<file path="config.mk">
export PLATFORM = sky130hd
export DESIGN_NAME = mq_buffer
export DESIGN_NICKNAME = d
export VERILOG_FILES = /design/src/common/mq_cfg_pkg.sv /design/src/common/mq_types_pkg.sv /design/src/source/mq_ram.sv /design/src/source/mq_init_counter.sv /design/src/source/mq_ctrl_fsm.sv /design/src/queue_engine/mq_queue_table.sv /design/src/queue_engine/mq_free_list.sv /design/src/source/mq_buffer.sv
export SDC_FILE = /design/constraint.sdc
export NUM_CORES = 2
export LEC_CHECK = 0
export BUFFER_PORTS_ARGS = -buffer_cell sky130_fd_sc_hd__buf_2
export CAP_MARGIN = 5
export CORE_MARGIN = 4
export CORE_UTILIZATION = 25
export DETAILED_ROUTE_END_ITERATION = 12
export GPL_ROUTABILITY_DRIVEN = 0
export GPL_TIMING_DRIVEN = 0
export SLEW_MARGIN = 30
export SYNTH_ARGS = -nofsm -noshare
export SYNTH_HDL_FRONTEND = slang
export SYNTH_HIERARCHICAL = 1
export SYNTH_SLANG_ARGS = --single-unit
export TNS_END_PERCENT = 30
</file>
<file path="constraint.sdc">
create_clock -name clk -period 4.8 [get_ports clk]
set_input_delay 0.96 -clock clk [delete_from_list [all_inputs] [get_ports clk]]
set_output_delay 0.96 -clock clk [all_outputs]
set_load 0.02 [all_outputs]
</file>
<file path="src/common/mq_cfg_pkg.sv">
// Sizing constants for the multi-queue buffer, referenced by scoped name from RTL and testbench.
package mq_cfg_pkg;

  // Queue set.
  localparam int NUMQPRT = 8;
  localparam int BITQPRT = 3;

  // Shared entry pool, used by both the data RAM and the link RAM.
  localparam int NUMADDR = 64;
  localparam int BITADDR = 6;

  // A single queue may hold every entry, so the count needs one bit more than a pointer.
  localparam int BITQCNT = BITADDR + 1;

  localparam int WIDTH = 16; // Payload word.

endpackage

</file>
<file path="src/common/mq_types_pkg.sv">
// Data types of the multi-queue buffer, sized from mq_cfg_pkg; used by every RTL module.
package mq_types_pkg;

  typedef logic [mq_cfg_pkg::BITADDR-1:0] qptr_t; // Entry pointer.

  typedef logic [mq_cfg_pkg::BITQPRT-1:0] qprt_t; // Queue index.

  typedef logic [mq_cfg_pkg::BITQCNT-1:0] qcnt_t; // Occupancy count.

  typedef logic [mq_cfg_pkg::WIDTH-1:0] qdata_t; // Payload word.

  // Reply of the control port.
  // Count sits in the upper bits, followed by head and then tail.
  typedef struct packed {
    qcnt_t cnt;
    qptr_t head;
    qptr_t tail;
  } cp_word_t;

  // Controller phases.
  typedef enum logic [1:0] {
    INIT,
    IDLE,
    POP_WAIT
  } ctrl_state_t;

endpackage

</file>
<file path="src/source/mq_ram.sv">
// Simple dual-port RAM with one write port and a registered read; payload type set per instance.
module mq_ram #(
  parameter type payload_t = mq_types_pkg::qdata_t
) (
  input  logic                clk,
  input  logic                wr_en,
  input  mq_types_pkg::qptr_t wr_addr,
  input  payload_t            wr_data,
  input  mq_types_pkg::qptr_t rd_addr,
  output payload_t            rd_data
);

  payload_t mem [mq_cfg_pkg::NUMADDR];

  always_ff @(posedge clk) begin
    if (wr_en) begin
      mem[wr_addr] <= wr_data;
    end
  end

  // Read-first. A write to the same address lands after this read.
  always_ff @(posedge clk) begin
    rd_data <= mem[rd_addr];
  end

endmodule

</file>
<file path="src/source/mq_init_counter.sv">
// Address sweep used to load every entry into the free list after reset.
module mq_init_counter (
  input  logic                clk,
  input  logic                rst,
  input  logic                init_en,
  output mq_types_pkg::qptr_t init_ptr,
  output logic                init_last
);

  localparam mq_types_pkg::qptr_t LAST_PTR = mq_types_pkg::qptr_t'(mq_cfg_pkg::NUMADDR - 1);

  assign init_last = (init_ptr == LAST_PTR);

  // The pointer wraps back to zero after the last entry, which also drops init_last.
  always_ff @(posedge clk) begin
    if (rst) begin
      init_ptr <= '0;
    end else if (init_en) begin
      init_ptr <= init_ptr + 1'b1;
    end
  end

endmodule

</file>
<file path="src/source/mq_ctrl_fsm.sv">
// Buffer controller; sequences init, idle and pop-wait phases and grants push and pop requests.
module mq_ctrl_fsm (
  input  logic clk,
  input  logic rst,
  input  logic push,
  input  logic pop,
  input  logic init_last,
  input  logic free_empty,
  output logic init_en,
  output logic push_go,
  output logic pop_go,
  output logic pop_done,
  output logic push_rdy,
  output logic pop_rdy,
  output logic ready
);

  mq_types_pkg::ctrl_state_t state;
  mq_types_pkg::ctrl_state_t state_nxt;
  logic                      in_idle;

  assign in_idle = (state == mq_types_pkg::IDLE);

  assign init_en  = (state == mq_types_pkg::INIT);
  assign pop_done = (state == mq_types_pkg::POP_WAIT);
  assign ready    = in_idle;

  // Pop wins over push, so a push never writes the link a pop is reading.
  assign pop_rdy  = in_idle;
  assign push_rdy = in_idle && !free_empty && !pop;

  assign pop_go  = pop && pop_rdy;
  assign push_go = push && push_rdy;

  always_comb begin
    state_nxt = state;
    case (state)
      mq_types_pkg::INIT: begin
        if (init_last) begin
          state_nxt = mq_types_pkg::IDLE; // Free list is full.
        end
      end
      mq_types_pkg::IDLE: begin
        if (pop_go) begin
          state_nxt = mq_types_pkg::POP_WAIT;
        end
      end
      mq_types_pkg::POP_WAIT: begin
        state_nxt = mq_types_pkg::IDLE;
      end
      default: begin
        state_nxt = mq_types_pkg::INIT;
      end
    endcase
  end

  always_ff @(posedge clk) begin
    if (rst) begin
      state <= mq_types_pkg::INIT;
    end else begin
      state <= state_nxt;
    end
  end

endmodule

</file>
<file path="src/queue_engine/mq_queue_table.sv">
// Per-queue head, tail and count state; drives link writes on push and serves the control port.
module mq_queue_table (
  input  logic                   clk,
  input  logic                   rst,
  input  logic                   push_go,
  input  mq_types_pkg::qprt_t    pu_prt,
  input  mq_types_pkg::qptr_t    new_ptr,
  input  logic                   pop_go,
  input  mq_types_pkg::qprt_t    po_prt,
  input  logic                   pop_done,
  input  mq_types_pkg::qptr_t    link_next,
  input  logic                   cp_read,
  input  mq_types_pkg::qprt_t    cp_adr,
  output mq_types_pkg::qptr_t    head_ptr,
  output logic                   link_wr,
  output mq_types_pkg::qptr_t    link_addr,
  output mq_types_pkg::qptr_t    link_data,
  output mq_types_pkg::qptr_t    released_ptr,
  output logic                   cp_vld,
  output mq_types_pkg::cp_word_t cp_dout
);

  mq_types_pkg::qptr_t head [mq_cfg_pkg::NUMQPRT];
  mq_types_pkg::qptr_t tail [mq_cfg_pkg::NUMQPRT];
  mq_types_pkg::qcnt_t q_cnt [mq_cfg_pkg::NUMQPRT];
  mq_types_pkg::qprt_t pop_prt_q;
  mq_types_pkg::qptr_t pop_ptr_q;
  logic                pu_empty;

  assign pu_empty = (q_cnt[pu_prt] == '0);

  // Both RAMs are read at the head of the queue being popped.
  assign head_ptr = head[po_prt];

  // Chain the new entry behind the old tail, unless the queue had none.
  assign link_wr   = push_go && !pu_empty;
  assign link_addr = tail[pu_prt];
  assign link_data = new_ptr;

  assign released_ptr = pop_ptr_q; // Handed back to the free list in POP_WAIT.

  always_ff @(posedge clk) begin
    if (pop_go) begin
      pop_prt_q <= po_prt;
      pop_ptr_q <= head_ptr;
    end
  end

  // Pushes are never granted in POP_WAIT, so the two updates never meet.
  always_ff @(posedge clk) begin
    if (rst) begin
      for (int q = 0; q < mq_cfg_pkg::NUMQPRT; q++) begin
        head[q]  <= '0;
        tail[q]  <= '0;
        q_cnt[q] <= '0;
      end
    end else begin
      if (pop_done) begin
        head[pop_prt_q]  <= link_next; // Link RAM output holds the successor.
        q_cnt[pop_prt_q] <= q_cnt[pop_prt_q] - 1'b1;
      end
      if (push_go) begin
        tail[pu_prt]  <= new_ptr;
        q_cnt[pu_prt] <= q_cnt[pu_prt] + 1'b1;
        if (pu_empty) begin
          head[pu_prt] <= new_ptr;
        end
      end
    end
  end

  // Control-port reply, one cycle after the request.
  always_ff @(posedge clk) begin
    if (rst) begin
      cp_vld <= 1'b0;
    end else begin
      cp_vld <= cp_read;
    end
  end

  always_ff @(posedge clk) begin
    if (cp_read) begin
      cp_dout.cnt  <= q_cnt[cp_adr];
      cp_dout.head <= head[cp_adr];
      cp_dout.tail <= tail[cp_adr];
    end
  end

endmodule

</file>
<file path="src/queue_engine/mq_free_list.sv">
// Circular FIFO of unused entry pointers; loaded during init, drained by pushes, refilled by pops.
module mq_free_list (
  input  logic                clk,
  input  logic                rst,
  input  logic                init_wr,
  input  mq_types_pkg::qptr_t init_ptr,
  input  logic                alloc,
  input  logic                release_en,
  input  mq_types_pkg::qptr_t release_ptr,
  output mq_types_pkg::qptr_t free_ptr,
  output logic                free_empty
);

  mq_types_pkg::qptr_t ptr_mem [mq_cfg_pkg::NUMADDR];
  mq_types_pkg::qptr_t rd_idx;
  mq_types_pkg::qptr_t wr_idx;
  mq_types_pkg::qcnt_t free_cnt;
  logic                wr_go;

  assign wr_go      = init_wr || release_en;
  assign free_ptr   = ptr_mem[rd_idx]; // Next entry to hand out.
  assign free_empty = (free_cnt == '0);

  always_ff @(posedge clk) begin
    if (wr_go) begin
      ptr_mem[wr_idx] <= init_wr ? init_ptr : release_ptr;
    end
  end

  // The indices wrap naturally since the depth is a power of two.
  always_ff @(posedge clk) begin
    if (rst) begin
      rd_idx   <= '0;
      wr_idx   <= '0;
      free_cnt <= '0;
    end else begin
      if (wr_go) begin
        wr_idx <= wr_idx + 1'b1;
      end
      if (alloc) begin
        rd_idx <= rd_idx + 1'b1;
      end
      case ({wr_go, alloc})
        2'b10:   free_cnt <= free_cnt + 1'b1;
        2'b01:   free_cnt <= free_cnt - 1'b1;
        default: free_cnt <= free_cnt;
      endcase
    end
  end

endmodule

</file>
<file path="src/source/mq_buffer.sv">
// Top level of the linked-list multi-queue packet buffer; instantiate this as the DUT.
module mq_buffer (
  input  logic                   clk,
  input  logic                   rst,
  input  logic                   push,
  input  mq_types_pkg::qprt_t    pu_prt,
  input  mq_types_pkg::qdata_t   pu_din,
  output logic                   push_rdy,
  input  logic                   pop,
  input  mq_types_pkg::qprt_t    po_prt,
  output logic                   pop_rdy,
  output logic                   po_vld,
  output mq_types_pkg::qdata_t   po_dout,
  input  logic                   cp_read,
  input  mq_types_pkg::qprt_t    cp_adr,
  output logic                   cp_vld,
  output mq_types_pkg::cp_word_t cp_dout,
  output logic                   ready
);

  logic                init_en;
  logic                init_last;
  mq_types_pkg::qptr_t init_ptr;
  logic                push_go;
  logic                pop_go;
  logic                pop_done;
  mq_types_pkg::qptr_t free_ptr;
  logic                free_empty;
  mq_types_pkg::qptr_t head_ptr;
  logic                link_wr;
  mq_types_pkg::qptr_t link_addr;
  mq_types_pkg::qptr_t link_data;
  mq_types_pkg::qptr_t link_next;
  mq_types_pkg::qptr_t released_ptr;

  assign po_vld = pop_done; // Data RAM output is valid during POP_WAIT.

  mq_ctrl_fsm mq_ctrl_fsm_inst (
    .clk        (clk),
    .rst        (rst),
    .push       (push),
    .pop        (pop),
    .init_last  (init_last),
    .free_empty (free_empty),
    .init_en    (init_en),
    .push_go    (push_go),
    .pop_go     (pop_go),
    .pop_done   (pop_done),
    .push_rdy   (push_rdy),
    .pop_rdy    (pop_rdy),
    .ready      (ready)
  );

  mq_init_counter mq_init_counter_inst (
    .clk       (clk),
    .rst       (rst),
    .init_en   (init_en),
    .init_ptr  (init_ptr),
    .init_last (init_last)
  );

  // Payload storage, written at the allocated entry.
  mq_ram #(.payload_t(mq_types_pkg::qdata_t)) data_ram_inst (
    .clk     (clk),
    .wr_en   (push_go),
    .wr_addr (free_ptr),
    .wr_data (pu_din),
    .rd_addr (head_ptr),
    .rd_data (po_dout)
  );

  // Next-entry pointers that chain each queue together.
  mq_ram #(.payload_t(mq_types_pkg::qptr_t)) link_ram_inst (
    .clk     (clk),
    .wr_en   (link_wr),
    .wr_addr (link_addr),
    .wr_data (link_data),
    .rd_addr (head_ptr),
    .rd_data (link_next)
  );

  mq_queue_table mq_queue_table_inst (
    .clk          (clk),
    .rst          (rst),
    .push_go      (push_go),
    .pu_prt       (pu_prt),
    .new_ptr      (free_ptr),
    .pop_go       (pop_go),
    .po_prt       (po_prt),
    .pop_done     (pop_done),
    .link_next    (link_next),
    .cp_read      (cp_read),
    .cp_adr       (cp_adr),
    .head_ptr     (head_ptr),
    .link_wr      (link_wr),
    .link_addr    (link_addr),
    .link_data    (link_data),
    .released_ptr (released_ptr),
    .cp_vld       (cp_vld),
    .cp_dout      (cp_dout)
  );

  mq_free_list mq_free_list_inst (
    .clk         (clk),
    .rst         (rst),
    .init_wr     (init_en),
    .init_ptr    (init_ptr),
    .alloc       (push_go),
    .release_en  (pop_done),
    .release_ptr (released_ptr),
    .free_ptr    (free_ptr),
    .free_empty  (free_empty)
  );

endmodule

</file>
Yosys cells after proc, flatten, opt, wreduce, memory -nomap -nowiden. Memories as Yosys holds them, arrays and structs flattened. A register that Yosys moved wholly into a read port is not among the register bits. Index checks and enable logic that the tools add are counted.

Memories kept: 6. Output and inout bits: 40. Register bits: 37. RAM bits: 1944.

Add/sub/neg operators: 7. Eq/ne operators: 7. Muxes and demuxes: 40. Reductions and logical operators: 19.

Memories: data_ram_inst.mem (depth 64, width 16, rd ports 1, clocked after memory_dff 1, write ports 1, line mq_ram.sv:13) `payload_t mem [mq_cfg_pkg::NUMADDR];`; link_ram_inst.mem (depth 64, width 6, rd ports 1, clocked after memory_dff 1, write ports 1, line mq_ram.sv:13); mq_free_list_inst.ptr_mem (depth 64, width 6, rd ports 1, clocked after memory_dff 1, write ports 1, line mq_free_list.sv:14) `mq_types_pkg::qptr_t ptr_mem [mq_cfg_pkg::NUMADDR];`; mq_queue_table_inst.q_cnt (depth 8, width 7, rd ports 3, clocked after memory_dff 2, write ports 8, line mq_queue_table.sv:25) `mq_types_pkg::qcnt_t q_cnt [mq_cfg_pkg::NUMQPRT];`; mq_queue_table_inst.head (depth 8, width 6, rd ports 2, clocked after memory_dff 1, write ports 8, line mq_queue_table.sv:23) `mq_types_pkg::qptr_t head [mq_cfg_pkg::NUMQPRT];`; mq_queue_table_inst.tail (depth 8, width 6, rd ports 2, clocked after memory_dff 1, write ports 8, line mq_queue_table.sv:24) `mq_types_pkg::qptr_t tail [mq_cfg_pkg::NUMQPRT];`.

Operator list (count): $mux 6 (6); $mux 1 (22); $add 6x1->6 const B (3); $mux 3 (6); $reduce_or 6->1 (3); $add 7x1->7 const B (2); $logic_not 7->1 (2); $mux 7 (2); $pmux 7 s2 (1); $reduce_or 7->1 (2); $sub 7x1->7 const B (2); $eq 6x6->1 const B (1); $pmux 2 s3 (1); $logic_and 1x1->1 (5); $eq 2x1->1 const B (2); $eq 2x2->1 const B (2); $mux 2 (2); $logic_not 1->1 (3); $logic_not 2->1 (1); $ne 2x1->1 const B (1); $ne 2x2->1 const B (1); $reduce_and 2->1 (1); $reduce_bool 2->1 (1); $logic_or 1x1->1 (1).

Longest topological paths before layout.
Word-level depth: 10. Gate-level depth with buffers: 17.

By module. Netlist, hierarchy kept.

Modules (own cells, without submodules): mq_ram at data_ram_inst (area an instance 40042.2 um2, instances 1, seq. area each 31069.8 um2, cells each 1829); mq_free_list (area an instance 16378.2 um2, instances 1, seq. area each 12031.5 um2, cells each 878); mq_ram at link_ram_inst (area an instance 15225.9 um2, instances 1, seq. area each 11651.2 um2, cells each 720); mq_queue_table (area an instance 10518.8 um2, instances 1, seq. area each 5485.3 um2, cells each 767); mq_init_counter (area an instance 251.5 um2, instances 1, seq. area each 120.1 um2, cells each 27); mq_ctrl_fsm (area an instance 140.1 um2, instances 1, seq. area each 40.0 um2, cells each 14).

Least setup slack after synthesis. Ideal clock, no wire load.

Path kind: input-to-reg. Start: input pu_prt[0]. End: memory link_ram_inst/mem[49][0] in the netlist's numbering (enable). Path buffers: 6. Library setup time: 0.377 ns. Data required time: 4.423 ns. Path slack: 0.326 ns. Arrival time: 4.097 ns. Cell stages on the path: 17. Cell sequence: buf_2 > buf_2 > nor2b_1 > clkbuf_1 > a22oi_1 > o211ai_1 > clkbuf_1 > inv_1 > ha_1 > nand4_1 > nor4_2 > buf_6 > buf_12 > nor2b_1 > nor2b_1 > nand4_1 > nor3_1.

Word-level cells in the longest chain between the ends: 6. Elaborated cells on any way between the ends: 7. Those cells by class: 2 x mux; 3 x reduce/logical; 2 x memory.

RTL lines: from (decl) (line mq_buffer.sv:6) `input mq_types_pkg::qprt_t pu_prt,`; $mem_v2 8x7; $logic_not 7->1 (line mq_queue_table.sv:30) `assign pu_empty = (q_cnt[pu_prt] == '0);`; $logic_not 1->1 (line mq_queue_table.sv:36) `assign link_wr = push_go && !pu_empty;`; $logic_and 1x1->1 (line mq_queue_table.sv:36); via link_wr (line mq_buffer.sv:30) `logic link_wr;`; $mux 1 (line mq_ram.sv:16) `if (wr_en) begin`; $mux 1 (implied by the code) (line mq_ram.sv:17) `mem[wr_addr] <= wr_data;`; to (decl) (line mq_ram.sv:13).

The timed path passes the listed nets, and every way through them passes these cells.

Final worst setup path.
Start: input pu_prt[2]. End: memory link_ram_inst/mem[31][5] in the netlist's numbering (enable).

Elaborated cells on any way between the ends: 7. Those cells by class: 2 x mux; 3 x reduce/logical; 2 x memory.

RTL lines: $mem_v2 8x6; via link_addr[4] (line mq_buffer.sv:31) `mq_types_pkg::qptr_t link_addr;`.

The timed path passes the listed nets, and every way through them passes these cells.

==> impl_metrics.env <==
export IMPL_netlist_top_cell_by_area="edfxtp_1"
export IMPL_fin_crit_sh_pct=100
export IMPL_cts_buffer_depth=4
export IMPL_io_pins=70
export IMPL_numCtsBuffers=205
export IMPL_synth_edff_count=1972
export IMPL_fin_skew_ns=0.141
export IMPL_netlist_area_sq_um=82600
export IMPL_fin_nets=4598
export IMPL_worst_pin_slew_ns=1.43
export IMPL_grt_pass1_vias=44100
export IMPL_startpoint="pu_prt[2]"
export IMPL_drt_wirelength_per_cell_um=24.4
export IMPL_period_needed_ns=4.81
export IMPL_startpoint_type="input port"
export IMPL_clock_latency_ns=0.92
export IMPL_hold_path_startpoint="po_prt[2]"
export IMPL_drc=0
export IMPL_ir_worst_vdd_v=0.000320
export IMPL_crit_fanout=10
export IMPL_avgSynthCellArea_sq_um=19.5
export IMPL_yosysTopAreaCellShare_pct=71.7
export IMPL_numClockSinks=2031
export IMPL_antenna_found_initial=10
export IMPL_postSynth_asyncResetShare_pct=0
export IMPL_drt_iter0_drc=5106
export IMPL_vias_per_cell=4.86
export IMPL_p_leak_uw=0.0298
export IMPL_violations="setup timing"
export IMPL_crit_type="input port to flip-flop"
export IMPL_dr_pass1_iters=5
export IMPL_finalSetupViolCount=6
export IMPL_floorplan_core_area_sq_um=328000
export IMPL_fin_ws_ns=-0.0133
export IMPL_cts_tree="done"
export IMPL_antenna_left=0
export IMPL_syn_inst=4235
export IMPL_track_usage_pct=12.6
export IMPL_yosysSeqAreaShare_pct=73.2
export IMPL_drv_slew=0
export IMPL_hold_slack_ns=0.424
export IMPL_crit_required_ns=5.22
export IMPL_hpwlAfterDp_mm=144
export IMPL_drive_above_1_share_pct=27.5
export IMPL_grt_pass1_wl_mm=319
export IMPL_numPortBuffers=64
export IMPL_rsz0062_at_grt="yes"
export IMPL_setup_worst_path_end_class="flip-flop"
export IMPL_fp_row_count=210
export IMPL_power_density_nw_per_um2=397
export IMPL_maxCapViolCount=0
export IMPL_die_area_sq_um=339000
export IMPL_htreeDepth=4
export IMPL_fmax_ghz=0.208
export IMPL_ys_ff_latch=2031
export IMPL_die_x_um=583
export IMPL_die_y_um=583
export IMPL_start_util_pct=25.2
export IMPL_grt_max_degree=65
export IMPL_outcome="finished with violations"
export IMPL_wl_mm=222
export IMPL_pre_cts_ws_ns=-1.48
export IMPL_root_buffer="clkbuf_16"
export IMPL_synth_ff_type="edfxtp_1"
export IMPL_gr_total_overflow=0
export IMPL_path_clk_slew_ns=0.06
export IMPL_synth_distinct_cells=82
export IMPL_slew_headroom_pct=4.55
export IMPL_yosysWarningCount=6
export IMPL_critical_path_arrival_ns=5.24
export IMPL_timing_hold_violations_final=0
export IMPL_synth_area_leaders="edfxtp_1 72%, mux4_2 13%, mux2i_1 2.0%"
export IMPL_area_growth_pct=16.7
export IMPL_vias=44100
export IMPL_hold_class="input port to flip-flop"
export IMPL_syn_nets=4274
export IMPL_cts_hold_buf=0
[registers in the layout, indices dropped and copies added, names as in the netlist, named ones only]
name and count:
data_ram_inst/mem 1024, data_ram_inst/rd_data 16, link_ram_inst/mem 384, link_ram_inst/rd_data 6
mq_ctrl_fsm_inst/state 2, mq_free_list_inst/free_cnt 7, mq_free_list_inst/ptr_mem 384, mq_free_list_inst/rd_idx 6
mq_free_list_inst/wr_idx 6, mq_init_counter_inst/init_ptr 6, mq_queue_table_inst/cp_dout 19, mq_queue_table_inst/cp_vld 1
mq_queue_table_inst/head 48, mq_queue_table_inst/pop_prt_q 3, mq_queue_table_inst/q_cnt 56, mq_queue_table_inst/released_ptr 6
mq_queue_table_inst/tail 48
[stage by stage]
step	power (uW)	TNS, ns	cell area, sq um	cells	utilization, %
6_report	38300	-0.0666	96400	9068	29.4
5_1_grt	39500	-12.33	96300	9064	29.4
4_1_cts	38600	-38.35	96000	9061	29.3
3_5_place_dp	23300	-879.18	89300	8689	27.2
3_3_place_gp	23200	-3062.41	88300	8645	26.9
2_1_floorplan	21900	0	82600	4235	-
[final timing paths]
kind                                            to  slack (ns)  depth (start not counted)
setup / recovery          link_ram_inst/mem[31][5]       -0.01                          9
setup reg to reg          data_ram_inst/mem[34][9]        0.04                         12
hold reg to reg                          flip-flop        0.51                          2
hold / removal    mq_queue_table_inst/pop_prt_q[2]        0.42                          1
[where the power goes]
part	total [uW]	switching [uW]	internal (uW)
registers	19700	66.3	19700
logic	3240	2150	1090
clock network	15300	6630	8700
total	38300	8850	29400
[cell usage after synthesis (all sizes together) (9+ instances only)]
| master | count |
|---|---|
| a211o | 9 |
| a211oi | 23 |
| a21oi | 53 |
| a221oi | 32 |
| a22o | 10 |
| a22oi | 47 |
| a311oi | 9 |
| a31o | 48 |
| and2 | 16 |
| and3 | 88 |
| buf | 166 |
| clkbuf | 94 |
| dfxtp | 59 |
| edfxtp | 1972 |
| ha | 9 |
| mux2 | 83 |
| mux2i | 166 |
| mux4 | 474 |
| nand2 | 175 |
| nand2b | 17 |
| nand3 | 56 |
| nand3b | 11 |
| nand4 | 24 |
| nor2 | 260 |
| nor2b | 61 |
| nor3 | 15 |
| o21ai | 40 |
| o221ai | 12 |
| o22ai | 70 |
| or3 | 9 |
| xnor2 | 10 |
| xor2 | 20 |
[logic make-up after synthesis]
group	after synthesis	synth area share, %
AO/OA/AOI/OAI	404	3.55
XOR/XNOR	30	0.318
adder cells (fa/ha/maj)	9	0.136
buffers and inverters	269	2.02
flip-flops	2031	73.2
multiplexers	723	16.2
AND/OR/NAND/NOR	769	4.65
[timing repair]
action	4_1_cts	5_1_grt
buffers inserted	9	2
setup endpoints to repair	1282	837
pin swaps	6	5
resized for setup	71	78
[final cells by class]
cell class	instances	area (sq um)
Fill cell	32000	232000
Timing Repair Buffer	119	1030
Inverter	9	33.8
Buffer	258	1650
Tap cell	4346	5440
Sequential cell	2031	60400
Antenna cell	5	12.5
Multi-Input combinational cell	1935	21400
Clock buffer	259	5440
Clock inverter	106	916
[layer usage]
metal	routed length [um]	GRT usage, %	up-vias
met3	17000	2.11	417
met5	30	0	-
li1	-	-	18200
met4	7290	4.13	4
met1	90300	17.0	23500
met2	107000	20.8	1995
[critical path: stages]
cell,delay [ns]
buf_2,0.28
buf_2,0.35
clkbuf_2,0.38
clkbuf_1,0.51
mux2i_1,0.17
o221ai_1,0.59
clkbuf_1,0.61
nand3b_1,0.73
nor2_2,0.62
[placed cells by master (no fill, tap or decap), types with 20 or more instances in the layout]
cell and count:
nor2_2 38, mux2i_1 163, mux2_2 76, clkbuf_1 128
o21ai_0 26, buf_4 65, a221oi_1 31, nor2_1 141
xor2_1 20, nor2b_1 58, nand2_1 163, a31o_1 48
buf_6 60, clkinv_1 32, o22ai_1 70, a211oi_1 23
dfxtp_1 59, and3_1 88, buf_2 120, nand3_1 48
clkinv_2 43, a22oi_1 46, mux4_2 461, nand4_1 23
a21oi_1 53, edfxtp_1 1972, clkbuf_16 207, nor2_4 81
Note: power is estimated with default switching activity, not from simulation.
